--- config.mk ---
export PLATFORM = sky130hd
export DESIGN_NAME = sb_subsystem_top
export DESIGN_NICKNAME = d
export VERILOG_FILES = /design/src/sb_pkg.sv /design/src/store_buffer_datapath.sv /design/src/store_buffer_controller.sv /design/src/dcache_arbiter.sv /design/src/dcache_mem.sv /design/src/sb_subsystem_top.sv
export VERILOG_INCLUDE_DIRS = /design/src /design/src/src
export SDC_FILE = /design/constraint.sdc
export NUM_CORES = 2
export LEC_CHECK = 0
export BUFFER_PORTS_ARGS = -buffer_cell sky130_fd_sc_hd__buf_4
export CAP_MARGIN = 30
export CORE_MARGIN = 4
export CORE_UTILIZATION = 43
export CTS_CLUSTER_DIAMETER = 200
export DETAILED_ROUTE_END_ITERATION = 16
export PLACE_DENSITY = 0.59
export RECOVER_POWER = 100
export SLEW_MARGIN = 20
export SYNTH_ARGS = -nofsm -noshare
export SYNTH_HDL_FRONTEND = slang
export SYNTH_SLANG_ARGS = --single-unit
--- constraint.sdc ---
create_clock -name clk -period 7.91 [get_ports clk]
set_input_delay 1.9775 -clock clk [delete_from_list [all_inputs] [get_ports clk]]
set_output_delay 1.9775 -clock clk [all_outputs]
set_load 0.05 [all_outputs]
--- src/sb_settings.svh ---
// ------------------
// Store buffer settings
// Queue depth, bus widths and cache model size
// ------------------

`ifndef SB_SETTINGS_SVH
`define SB_SETTINGS_SVH

// Store queue
`define SB_NO_OF_LINES     8    // Entries in the circular queue
`define SB_PTR_WIDTH       3    // log2 of the queue depth

// Cache port
`define DCACHE_ADDR_WIDTH  32   // Byte address
`define DCACHE_DATA_WIDTH  32
`define DCACHE_SEL_WIDTH   4    // one select per byte lane

// Cache model
`define DCACHE_MEM_WORDS   64   // Words in the backing array

`endif

--- src/sb_pkg.sv ---
// ------------------
// Store buffer types
// Request, control and status structs shared by
// the LSU side, the queue and the cache port
// ------------------

`include "sb_settings.svh"

package sb_pkg;

    // Load or store request from the LSU
    typedef struct packed {
        logic [`DCACHE_ADDR_WIDTH-1:0] addr;
        logic [`DCACHE_DATA_WIDTH-1:0] wdata;     // Ignored on loads
        logic [`DCACHE_SEL_WIDTH-1:0]  sel_byte;
    } lsu_req_t;

    // One access on the cache port
    typedef struct packed {
        logic [`DCACHE_ADDR_WIDTH-1:0] addr;
        logic [`DCACHE_DATA_WIDTH-1:0] wdata;
        logic [`DCACHE_SEL_WIDTH-1:0]  sel_byte;
        logic                          we;        // 1 for drained stores
    } dcache_req_t;

    // Controller to datapath
    typedef struct packed {
        logic wr_en;          // Push LSU store at top_que
        logic bottom_que_en;  // Pop the drained entry
        logic clear_valid;
        logic kill_valid;     // Flush every entry
        logic read_sel;       // Capture forwarded data
    } sb_ctrl_t;

    // Datapath to controller
    typedef struct packed {
        logic tq_eq_bq;
        logic is_valid_bq;
        logic addr_not_available;  // No entry matches the LSU address
    } sb_status_t;

endpackage

--- src/store_buffer_datapath.sv ---
// ------------------
// Store buffer datapath
// Circular queue of pending stores with top and
// bottom pointers, load address match and
// newest-entry forwarding across wrap-around
// ------------------

`timescale 1ns/1ps
`include "sb_settings.svh"

module store_buffer_datapath (
    input  logic                          clk,
    input  logic                          rst_n,
    input  sb_pkg::sb_ctrl_t              ctrl,
    input  sb_pkg::lsu_req_t              lsu_req,
    input  logic [`DCACHE_DATA_WIDTH-1:0] dcache_rdata,
    output sb_pkg::sb_status_t            status,
    output sb_pkg::dcache_req_t           drain_req,
    output logic [`DCACHE_DATA_WIDTH-1:0] fwd_data,
    output logic [`DCACHE_DATA_WIDTH-1:0] load_data_mux
);

    logic [`DCACHE_ADDR_WIDTH-1:0] addr_buffer    [`SB_NO_OF_LINES];
    logic [`DCACHE_DATA_WIDTH-1:0] data_buffer    [`SB_NO_OF_LINES];
    logic [`DCACHE_SEL_WIDTH-1:0]  selbyte_buffer [`SB_NO_OF_LINES];
    logic [`SB_NO_OF_LINES-1:0]    valid_buffer;     // Entry not yet written to the cache

    logic [`SB_PTR_WIDTH-1:0]      top_que;          // Next free slot
    logic [`SB_PTR_WIDTH-1:0]      bottom_que;       // Oldest entry, next to drain

    logic [`SB_NO_OF_LINES-1:0]    addr_availables;  // Per-entry match with the LSU request
    logic [`SB_NO_OF_LINES-1:0]    below_top_mask;
    logic [`SB_NO_OF_LINES-1:0]    below_top_hits;
    logic [`SB_PTR_WIDTH-1:0]      newest_index;
    logic                          fwd_sel_q;        // Response cycle of a load hit

    // Index of the highest set bit, zero when none
    function automatic logic [`SB_PTR_WIDTH-1:0] highest_set(
        input logic [`SB_NO_OF_LINES-1:0] vec
    );
        logic [`SB_PTR_WIDTH-1:0] idx;
        idx = '0;
        for (int i = 0; i < `SB_NO_OF_LINES; i++) begin
            if (vec[i]) begin
                idx = `SB_PTR_WIDTH'(i);
            end
        end
        return idx;
    endfunction

    always_ff @(posedge clk) begin
        if (!rst_n) begin
            top_que    <= '0;
            bottom_que <= '0;
        end else begin
            if (ctrl.wr_en) begin
                top_que <= top_que + 1'b1;
            end
            if (ctrl.kill_valid) begin
                bottom_que <= top_que;               // Flush leaves an empty queue
            end else if (ctrl.bottom_que_en) begin
                bottom_que <= bottom_que + 1'b1;
            end
        end
    end

    always_ff @(posedge clk) begin
        if (!rst_n) begin
            valid_buffer <= '0;
        end else if (ctrl.kill_valid) begin
            valid_buffer <= '0;
        end else begin
            if (ctrl.clear_valid) begin
                valid_buffer[bottom_que] <= 1'b0;    // Drained this cycle
            end
            if (ctrl.wr_en) begin
                valid_buffer[top_que] <= 1'b1;
            end
        end
    end

    // Entry payload
    always_ff @(posedge clk) begin
        if (ctrl.wr_en) begin
            addr_buffer[top_que]    <= lsu_req.addr;
            data_buffer[top_que]    <= lsu_req.wdata;
            selbyte_buffer[top_que] <= lsu_req.sel_byte;
        end
    end

    // Exact match only, partial overlaps go to the cache
    always_comb begin
        for (int j = 0; j < `SB_NO_OF_LINES; j++) begin
            addr_availables[j] = valid_buffer[j]
                              && (addr_buffer[j] == lsu_req.addr)
                              && (selbyte_buffer[j] == lsu_req.sel_byte);
        end
    end

    // Entries below top_que are the newest; above it only when wrapped
    assign below_top_mask = (`SB_NO_OF_LINES'(1) << top_que) - 1'b1;
    assign below_top_hits = addr_availables & below_top_mask;
    assign newest_index   = (|below_top_hits) ? highest_set(below_top_hits)
                                              : highest_set(addr_availables);

    always_ff @(posedge clk) begin
        if (ctrl.read_sel) begin
            fwd_data <= data_buffer[newest_index];  // Held for the ack cycle
        end
    end

    always_ff @(posedge clk) begin
        if (!rst_n) begin
            fwd_sel_q <= 1'b0;
        end else begin
            fwd_sel_q <= ctrl.read_sel;
        end
    end

    assign load_data_mux = fwd_sel_q ? fwd_data : dcache_rdata;

    always_comb begin
        status.tq_eq_bq           = (top_que == bottom_que);
        status.is_valid_bq        = valid_buffer[bottom_que];
        status.addr_not_available = (addr_availables == '0);
        drain_req.addr            = addr_buffer[bottom_que];   // Oldest entry goes first
        drain_req.wdata           = data_buffer[bottom_que];
        drain_req.sel_byte        = selbyte_buffer[bottom_que];
        drain_req.we              = 1'b1;
    end

    // Controller must hold off stores while full
    a_no_write_when_full: assert property (@(posedge clk) disable iff (!rst_n)
        ctrl.wr_en |-> !valid_buffer[top_que]);

    // A drain grant only pops a live entry
    a_clear_only_valid: assert property (@(posedge clk) disable iff (!rst_n)
        ctrl.clear_valid |-> valid_buffer[bottom_que]);

endmodule

--- src/store_buffer_controller.sv ---
// ------------------
// Store buffer controller
// Accepts stores, drives the drain request and
// runs the load FSM for hits and cache misses
// ------------------

`timescale 1ns/1ps

module store_buffer_controller (
    input  logic               clk,
    input  logic               rst_n,
    input  logic               store_req,
    input  logic               load_req,
    input  logic               kill,
    input  sb_pkg::sb_status_t status,
    input  logic               load_grant,
    input  logic               drain_grant,
    input  logic               mem_rvalid,
    output sb_pkg::sb_ctrl_t   ctrl,
    output logic               store_ack,
    output logic               load_ack,
    output logic               load_busy,
    output logic               load_miss_req,
    output logic               drain_valid,
    output logic               sb_full,
    output logic               sb_empty
);

    typedef enum logic [1:0] {
        IDLE,
        LOAD_HIT,    // Forwarded data goes out
        LOAD_WAIT,   // Miss waits for the cache port
        LOAD_RESP    // Cache read in flight
    } state_t;

    state_t state;
    state_t next_state;
    logic   load_hit;

    // Pointers equal means either all free or all used
    assign sb_full  = status.tq_eq_bq &&  status.is_valid_bq;
    assign sb_empty = status.tq_eq_bq && !status.is_valid_bq;

    assign store_ack   = store_req && !sb_full && !kill;   // No push during a flush
    assign drain_valid = status.is_valid_bq && !kill;
    assign load_hit    = load_req && !status.addr_not_available;
    assign load_busy   = (state != IDLE);

    always_ff @(posedge clk) begin
        if (!rst_n) begin
            state <= IDLE;
        end else begin
            state <= next_state;
        end
    end

    always_comb begin
        next_state         = state;
        load_ack           = 1'b0;
        load_miss_req      = 1'b0;
        ctrl.wr_en         = store_ack;
        ctrl.bottom_que_en = drain_grant;     // Pop with the cache write
        ctrl.clear_valid   = drain_grant;
        ctrl.kill_valid    = kill;
        ctrl.read_sel      = 1'b0;
        case (state)
            IDLE: begin
                if (load_req) begin
                    ctrl.read_sel = load_hit;  // Latch forwarded data now
                    next_state    = load_hit ? LOAD_HIT : LOAD_WAIT;
                end
            end
            LOAD_HIT: begin
                load_ack   = 1'b1;
                next_state = IDLE;
            end
            LOAD_WAIT: begin
                load_miss_req = 1'b1;          // Held until granted
                if (load_grant) begin
                    next_state = LOAD_RESP;
                end
            end
            LOAD_RESP: begin
                if (mem_rvalid) begin
                    load_ack   = 1'b1;
                    next_state = IDLE;
                end
            end
            default: next_state = IDLE;
        endcase
    end

    // One outstanding load at a time
    a_single_load: assert property (@(posedge clk) disable iff (!rst_n)
        load_req |-> !load_busy);

endmodule

--- src/dcache_arbiter.sv ---
// ------------------
// Cache port arbiter
// Fixed priority, load misses ahead of the
// store drain, one grant per cycle
// ------------------

`timescale 1ns/1ps

module dcache_arbiter (
    input  logic                clk,
    input  logic                rst_n,
    input  logic                load_miss_req,
    input  sb_pkg::lsu_req_t    load_addr,
    input  logic                drain_valid,
    input  sb_pkg::dcache_req_t drain_req,
    output logic                load_grant,
    output logic                drain_grant,
    output sb_pkg::dcache_req_t mem_req,
    output logic                mem_en
);

    sb_pkg::lsu_req_t load_hold;   // LSU request from the load cycle

    // Tracks the LSU until the miss is raised, then holds
    always_ff @(posedge clk) begin
        if (!load_miss_req) begin
            load_hold <= load_addr;
        end
    end

    assign load_grant  = load_miss_req;
    assign drain_grant = drain_valid && !load_miss_req;   // Drain yields to loads
    assign mem_en      = load_grant || drain_grant;

    always_comb begin
        if (load_grant) begin
            mem_req.addr     = load_hold.addr;
            mem_req.wdata    = '0;
            mem_req.sel_byte = load_hold.sel_byte;
            mem_req.we       = 1'b0;
        end else begin
            mem_req = drain_req;        // Qualified by mem_en
        end
    end

    // A drain held off by a load miss gets the port in the next cycle
    a_drain_not_starved: assert property (@(posedge clk) disable iff (!rst_n)
        drain_valid && load_miss_req |=> drain_grant || !drain_valid);

endmodule

--- src/dcache_mem.sv ---
// ------------------
// Data cache model
// Word array, byte-enabled writes and a
// registered read one cycle after the request
// ------------------

`timescale 1ns/1ps
`include "sb_settings.svh"

module dcache_mem (
    input  logic                          clk,
    input  logic                          rst_n,
    input  logic                          mem_en,
    input  sb_pkg::dcache_req_t           mem_req,
    output logic [`DCACHE_DATA_WIDTH-1:0] mem_rdata,
    output logic                          mem_rvalid
);

    localparam int WORD_AW  = $clog2(`DCACHE_MEM_WORDS);
    localparam int BYTE_OFS = $clog2(`DCACHE_DATA_WIDTH / 8);   // Byte offset bits

    // Starts all zero
    logic [`DCACHE_DATA_WIDTH-1:0] mem_array [`DCACHE_MEM_WORDS] = '{default: '0};
    logic [WORD_AW-1:0]            word_idx;

    assign word_idx = mem_req.addr[BYTE_OFS +: WORD_AW];   // Upper bits alias

    // Merge only the selected byte lanes
    always_ff @(posedge clk) begin
        if (mem_en && mem_req.we) begin
            for (int b = 0; b < `DCACHE_SEL_WIDTH; b++) begin
                if (mem_req.sel_byte[b]) begin
                    mem_array[word_idx][b*8 +: 8] <= mem_req.wdata[b*8 +: 8];
                end
            end
        end
    end

    always_ff @(posedge clk) begin
        if (mem_en && !mem_req.we) begin
            mem_rdata <= mem_array[word_idx];   // Whole word, LSU picks the bytes
        end
    end

    always_ff @(posedge clk) begin
        if (!rst_n) begin
            mem_rvalid <= 1'b0;
        end else begin
            mem_rvalid <= mem_en && !mem_req.we;   // Reads only
        end
    end

endmodule

--- src/sb_subsystem_top.sv ---
// ------------------
// Store buffer subsystem
// Controller, queue datapath, cache port
// arbiter and cache model
// ------------------

`timescale 1ns/1ps
`include "sb_settings.svh"

module sb_subsystem_top (
    input  logic                          clk,
    input  logic                          rst_n,
    input  sb_pkg::lsu_req_t              lsu_req,
    input  logic                          store_req,
    input  logic                          load_req,
    input  logic                          kill,
    output logic                          store_ack,
    output logic                          load_ack,
    output logic [`DCACHE_DATA_WIDTH-1:0] load_data,
    output logic                          load_busy,
    output logic                          sb_full,
    output logic                          sb_empty
);

    sb_pkg::sb_ctrl_t              ctrl;
    sb_pkg::sb_status_t            status;
    sb_pkg::dcache_req_t           drain_req;   // Bottom entry
    sb_pkg::dcache_req_t           mem_req;     // Granted access
    logic                          load_miss_req;
    logic                          drain_valid;
    logic                          load_grant;
    logic                          drain_grant;
    logic                          mem_en;
    logic                          mem_rvalid;
    logic [`DCACHE_DATA_WIDTH-1:0] mem_rdata;

    store_buffer_controller u_ctrl (
        .clk           (clk),
        .rst_n         (rst_n),
        .store_req     (store_req),
        .load_req      (load_req),
        .kill          (kill),
        .status        (status),
        .load_grant    (load_grant),
        .drain_grant   (drain_grant),
        .mem_rvalid    (mem_rvalid),
        .ctrl          (ctrl),
        .store_ack     (store_ack),
        .load_ack      (load_ack),
        .load_busy     (load_busy),
        .load_miss_req (load_miss_req),
        .drain_valid   (drain_valid),
        .sb_full       (sb_full),
        .sb_empty      (sb_empty)
    );

    store_buffer_datapath u_dp (
        .clk           (clk),
        .rst_n         (rst_n),
        .ctrl          (ctrl),
        .lsu_req       (lsu_req),
        .dcache_rdata  (mem_rdata),
        .status        (status),
        .drain_req     (drain_req),
        .fwd_data      (),            // Already folded into load_data_mux
        .load_data_mux (load_data)
    );

    dcache_arbiter u_arb (
        .clk           (clk),
        .rst_n         (rst_n),
        .load_miss_req (load_miss_req),
        .load_addr     (lsu_req),
        .drain_valid   (drain_valid),
        .drain_req     (drain_req),
        .load_grant    (load_grant),
        .drain_grant   (drain_grant),
        .mem_req       (mem_req),
        .mem_en        (mem_en)
    );

    dcache_mem u_mem (
        .clk           (clk),
        .rst_n         (rst_n),
        .mem_en        (mem_en),
        .mem_req       (mem_req),
        .mem_rdata     (mem_rdata),
        .mem_rvalid    (mem_rvalid)
    );

endmodule

# Word-level counts from Yosys, hierarchy flattened
# Memories as Yosys holds them, arrays and structs flattened. A register that Yosys moved wholly into a read port is not among the register bits.
# Cells that the tools add are included.
[classes] mux=59 shift=1 reduce_logical=41 n_addsub=3 order_cmp=4 n_bitwise=5 eq_ne=23
[ops] op="$eq A32 B32 Y1" count=8
[ops] op="$mux W3" count=17
[ops] op="$mux W45" count=1
[ops] op="$eq A4 B4 Y1" count=8
[ops] op="$mux W32" count=1
[ops] op="$mux W8" count=4
[ops] op="$logic_and A1 B1 Y1" count=27
[ops] op="$mux W1" count=23
[ops] op="$and A8 B8 Y8" count=2
[ops] op="$mux W2" count=8
[ops] op="$logic_not A8 Y1" count=1
[ops] op="$lt A3 B4 Y1 const B" count=2
[ops] op="$not A8 Y8" count=1
[ops] op="$or A8 B8 Y8" count=1
[ops] op="$pmux W2 S4" count=1
[ops] op="$reduce_or A8 Y1" count=1
[ops] op="$shl A1 B3 Y8 const A" count=1
[ops] op="$sub A8 B1 Y8 const B" count=1
[ops] op="$add A3 B1 Y3 const B" count=2
[ops] op="$demux W1 S3" count=2
[ops] op="$ge A3 B1 Y1 const B" count=2
[ops] op="$logic_not A1 Y1" count=6
[ops] op="$eq A2 B2 Y1 const B" count=2
[ops] op="$ne A2 B1 Y1 const B" count=2
[ops] op="11 further kinds" count=12
[word_totals] mem_bits_rw=2592 output_inout_bits=37 inputBits=73 register_bits=30 memories=4 elab_cells=148
[memory_table] memory="u_mem.mem_array" depth=64 width=32 rd=1 rd_clocked_by_memory_dff=1 write_ports=1 line_no="dcache_mem.sv:23" source="logic [`DCACHE_DATA_WIDTH-1:0] mem_array [`DCACHE_MEM_WORDS] = '{default: '0};"
[memory_table] memory="u_dp.addr_buffer" depth=8 width=32 rd=9 rd_clocked_by_memory_dff=1 write_ports=1 line_no="store_buffer_datapath.sv:23" source="logic [`DCACHE_ADDR_WIDTH-1:0] addr_buffer [`SB_NO_OF_LINES];"
[memory_table] memory="u_dp.data_buffer" depth=8 width=32 rd=2 rd_clocked_by_memory_dff=2 write_ports=1 line_no="store_buffer_datapath.sv:24" source="logic [`DCACHE_DATA_WIDTH-1:0] data_buffer [`SB_NO_OF_LINES];"
[memory_table] memory="u_dp.selbyte_buffer" depth=8 width=4 rd=9 rd_clocked_by_memory_dff=1 write_ports=1 line_no="store_buffer_datapath.sv:25" source="logic [`DCACHE_SEL_WIDTH-1:0] selbyte_buffer [`SB_NO_OF_LINES];"

# Depth between registers and ports, before layout
# An unclocked memory read counts as a cell.
[depth] word_depth=13 ltp_mapped=17 mapped_depth_nobuf=12

# By module
# From an unflattened synthesis, not the netlist that was laid out.
[hier_totals] cells_unflattened=7107 area_unflattened_um2=114193.3
[by_module_without_submodules] module="dcache_mem" area_each_um2=79779.0 cells_each=4574 seq_area_each_um2=62479.9 n_inst=1
[by_module_without_submodules] module="store_buffer_datapath" area_each_um2=32292.2 cells_each=2394 seq_area_each_um2=17656.9 n_inst=1
[by_module_without_submodules] module="dcache_arbiter" area_each_um2=1941.9 cells_each=117 seq_area_each_um2=1081.0 n_inst=1
[by_module_without_submodules] module="store_buffer_controller" area_each_um2=180.2 cells_each=22 seq_area_each_um2=40.0 n_inst=1

# Least setup slack after synthesis
# OpenSTA, ideal clock, no wires.
[synth_timing] path_type="input port to flip-flop" from="in kill" to="mem u_dp.addr_buffer[1][0] in the netlist's numbering, enable pin" arrival_ps=8602 path_stages=4 n_path_buf=1 slack_ps=-1271 setup_ps=579 path_cell_list="clkbuf_1 > nor3b_1 > nand2_1 > nor3_1"
[synth_between] elab_chain_cells=4
[synth_rtl] element="start: declaration" line_no="sb_subsystem_top.sv:16" source="input logic kill,"
[synth_rtl] element="$logic_not A1 Y1" line_no="store_buffer_controller.sv:44" source="assign store_ack = store_req && !sb_full && !kill;"
[synth_rtl] element="$logic_and A1 B1 Y1" line_no="store_buffer_controller.sv:44"
[synth_rtl] element="named net store_ack" line_no="sb_subsystem_top.sv:17" source="output logic store_ack,"
[synth_rtl] element="$mux W1" line_no="store_buffer_datapath.sv:84" source="if (ctrl.wr_en) begin"
[synth_rtl] element="$mux W1 (implied by the code)" line_no="store_buffer_datapath.sv:85" source="addr_buffer[top_que] <= lsu_req.addr;"
[synth_rtl] element="end: declaration" line_no="store_buffer_datapath.sv:23"
# The timed path passes the listed nets, and every way through them passes these cells.

==> flow_summary.yaml <==
global_route:
  grtUsageTotal: 0.2324
  grt_start_max_net_pins: 79
  antenna_found_initial: 22
  grt_pass1_vias: 57180
  grt_overflow_total: 0
  grt_pass1_wl_mm: 425.2
synthesis:
  yosys-top-cells-area: "edfxtp_1 (77%), a22oi_1 (4.5%), mux4_2 (1.9%)"
  avgSynthCellArea_sq_um: 17.40
  synth_cell_types: 70
  yosys.area.top_type: "edfxtp_1"
  ys_warn_count: 0
  synth_edf_count: 2662
  syn_nets: 6045
  synth_cells: 5964
  synth_top_area_frac: 0.7702
  async_flop_share: 0
  synthFlopType: "edfxtp_1"
  seq_area_frac_synth: 0.7742
  synth_area_sq_um: 103800
  synth_seq_cells: 2683
placement:
  postPlaceCellArea_sq_um: 108900
  portBuffers: 109
  gp_congestion: 0.9419
  dp_hpwl_mm: 175.8
route:
  vias: 59700
  routedWlPerCell_um: 31.25
  initialDrtViolationCount: 7524
  drcViolationCount: 0
  viasPerCell: 6.265
  dr.pass1.iters: 6
  ant_nets: 0
  routed_wl_mm: 297.8
floorplan:
  die_area_sq_um: 249300
  rows: 180
  die_w_um: 499.3
  die_h_um: 499.3
  ios: 110
  fp.coreArea_sq_um: 240300
  start_util: 0.4319
sta:
  setup_violations: 0
  fmax_mhz: 153.8
  final_hold_viol_count: 0
  slew_viol_final: 1447
  rsz0062_at_grt: "no"
  fin_crit_ns: 6.500
  slew_headroom: -1.148
  fin_hold_ws_ns: 0.5304
  skew_ns: 0.06789
  period_share: 0.8217
  setup_tns_ns: 0
  worst_pin_slew_ns: 3.222
worst_setup_path:
  crit_fanout: 44
  cp.arrival_ns: 7.24
  r2r_slack_ns: 1.41
  cp-start-kind: "flip-flop"
  timing.rr.end: "u_mem.mem_rdata[15]$_DFFE_PP_"
  critical_path_class: "reg2reg"
  endpoint_kind: "flip-flop"
  r2r_cells: 11
  cp.required_ns: 8.65
clock_network:
  root_buffer: "clkbuf_16"
  clk_path_buf_depth: 4
  cts_hold_buf: 0
  tritoncts: "built"
  cts.htree.levels: 5
  clock_sinks: 2683
  ctsResizeCount: 0
  clk_pin_slew_ns: 0.06
  clkLatencyLatePin_ns: 0.93
  post_cts_buffers: 0
  cts_buffers: 290
flow_run:
  max-cap-violations: 30
run_status:
  failed_checks: "capacitance limit, slew limit"
  status: "complete, but fails checks"
worst_hold_path:
  holdPathEnd: "u_ctrl.state[0]$_SDFFE_PN0P_"
  min_from: "u_ctrl.state[1]$_SDFFE_PN0P_"
  whs_path_depth: 2
  min_path_type: "reg2reg"
finish:
  layout.nets: 6215
  final_area_sq_um: 117200
  syn2layout_area_growth_pct: 12.87
  drive_gt1_frac: 0.1207
  multi_input_area_sq_um: 21990
  fillers: 19810
  area.sequential_sq_um: 80370
power_and_ir_drop:
  p_clk_frac: 0.398
  internal_power_mw: 24.06
  switching_share: 0.2384
  combPwrFrac: 0.093
  p_leak_nw: 34.94
  power.net_switching_mw: 7.530
  power_frac_seq: 0.509
  power_mw: 31.59
  worst_ir_drop_vdd_v: 0.0002193
  p_per_area_nw_per_um2: 269.6
worst max path at each step:
stage           startpoint                                 to
2_1_floorplan         kill   u_dp.addr_buffer[1][0]$_DFFE_PP_
3_3_place_gp   lsu_req[42]        u_dp.fwd_data[22]$_DFFE_PP_
3_5_place_dp   lsu_req[42]        u_dp.fwd_data[22]$_DFFE_PP_
4_1_cts        lsu_req[42]         u_dp.fwd_data[1]$_DFFE_PP_
5_1_grt          flip-flop  u_mem.mem_array[12][18]$_DFFE_PP_
6_report         flip-flop      u_mem.mem_rdata[15]$_DFFE_PP_
power by group through the flow:
stage	clock, mW	combinational, mW	sequential [mW]
global route	13.4	3.09	16.1
detailed placement	0	2.96	16.4
floorplan	0	1.61	16.3
finish	12.6	2.92	16.1
global placement	0	2.92	16.4
CTS	12.7	2.97	16.1
critical path, cell delays in order, from the launching register on:
cell and delay [ns]:
dfxtp_1 1.43, mux4_2 0.64, mux2i_1 0.51, o21ai_0 0.47, nor3_4 0.63, clkbuf_1 0.63, buf_12 0.34, a22o_1 0.18
a221oi_1 0.05, a31oi_1 0.74, nor4_1 0.32, nand2_1 0.26
logic make-up after synthesis:
logic type,after synthesis,share of synthesized area
fa+ha+maj,8,0.0009645
simple gates,883,0.04421
buf+inv,435,0.01709
flops,2683,0.7742
mux,163,0.02647
compound gates,1506,0.1128
xor+xnor,286,0.02428
flip-flops by register name, indices dropped and copies added (netlist names), 2 cells and up, named ones only:
signal,flops
u_dp.data_buffer,256
u_dp.top_que,3
u_dp.valid_buffer,8
u_mem.mem_rdata,32
u_dp.fwd_data,32
u_arb.load_hold,6
u_dp.bottom_que,3
u_dp.selbyte_buffer,32
u_ctrl.state,2
u_mem.mem_array,2048
u_dp.addr_buffer,256
area by class of cell:
cell class,instances,area share
flip-flops and latches,2683,0.6860
multi-input cells,2846,0.1877
clock buffers,356,0.06524
well taps,3185,0.03402
repair buffers,290,0.01723
clock inverters,134,0.008630
inverters,23,0.0008544
diodes,13,0.0002777
synth_stat cells, types with 36 or more instances:
cell type  instances
nand4_1           85
clkbuf_1         255
o32a_1            64
a22oi_1          617
or4_1             73
or2_2             67
a22o_1           205
nor2_1           329
buf_2             56
mux2i_1           45
a41oi_1           54
xnor2_1          211
o21ai_1           36
nand2_1          101
a221oi_1         204
nor4_1           109
buf_1             88
edfxtp_1        2662
xor2_1            73
mux4_2            86
a31oi_1          203
o2111ai_1         37
stage by stage:
step	setup WS, ns	std cells	utilization
finish	1.410	9530	0.4875
global route	1.256	9522	0.4874
CTS	2.650	9493	0.4890
detailed placement	1.724	9003	0.4530
global placement	1.655	8992	0.4525
floorplan	0.8012	5964	-
routing by layer:
layer / share of wire / GRT usage / routed length [um] / vias up
met3: 0.090 / 0.04518 / 26920 / 457
met2: 0.46 / 0.3575 / 137100 / 3058
met4: 0.026 / 0.06214 / 7850 / 14
li1: - / - / - / 25180
met1: 0.42 / 0.3407 / 125900 / 30990
met5: 0.00027 / 0 / 80 / -
cell usage in the layout, fill, tap and decap left out, types with 29 or more instances in the layout:
cell type,n
clkbuf_1,188
nand2b_1,29
or2_2,66
nand4_1,85
mux4_2,86
o32a_1,64
nor2_4,33
clkinv_1,51
clkbuf_16,296
o21ai_0,45
a221oi_1,204
clkinv_2,48
edfxtp_1,2662
a31oi_1,203
or4_1,73
a22o_1,205
mux2i_1,45
buf_4,129
nand2_1,97
mux2_1,31
xor2_1,73
o211ai_1,32
nor4_1,108
a22oi_1,617
xnor2_1,211
o2111ai_1,37
a41oi_1,54
nor2_1,297
No activity file was read; power rests on OpenSTA's default activity.
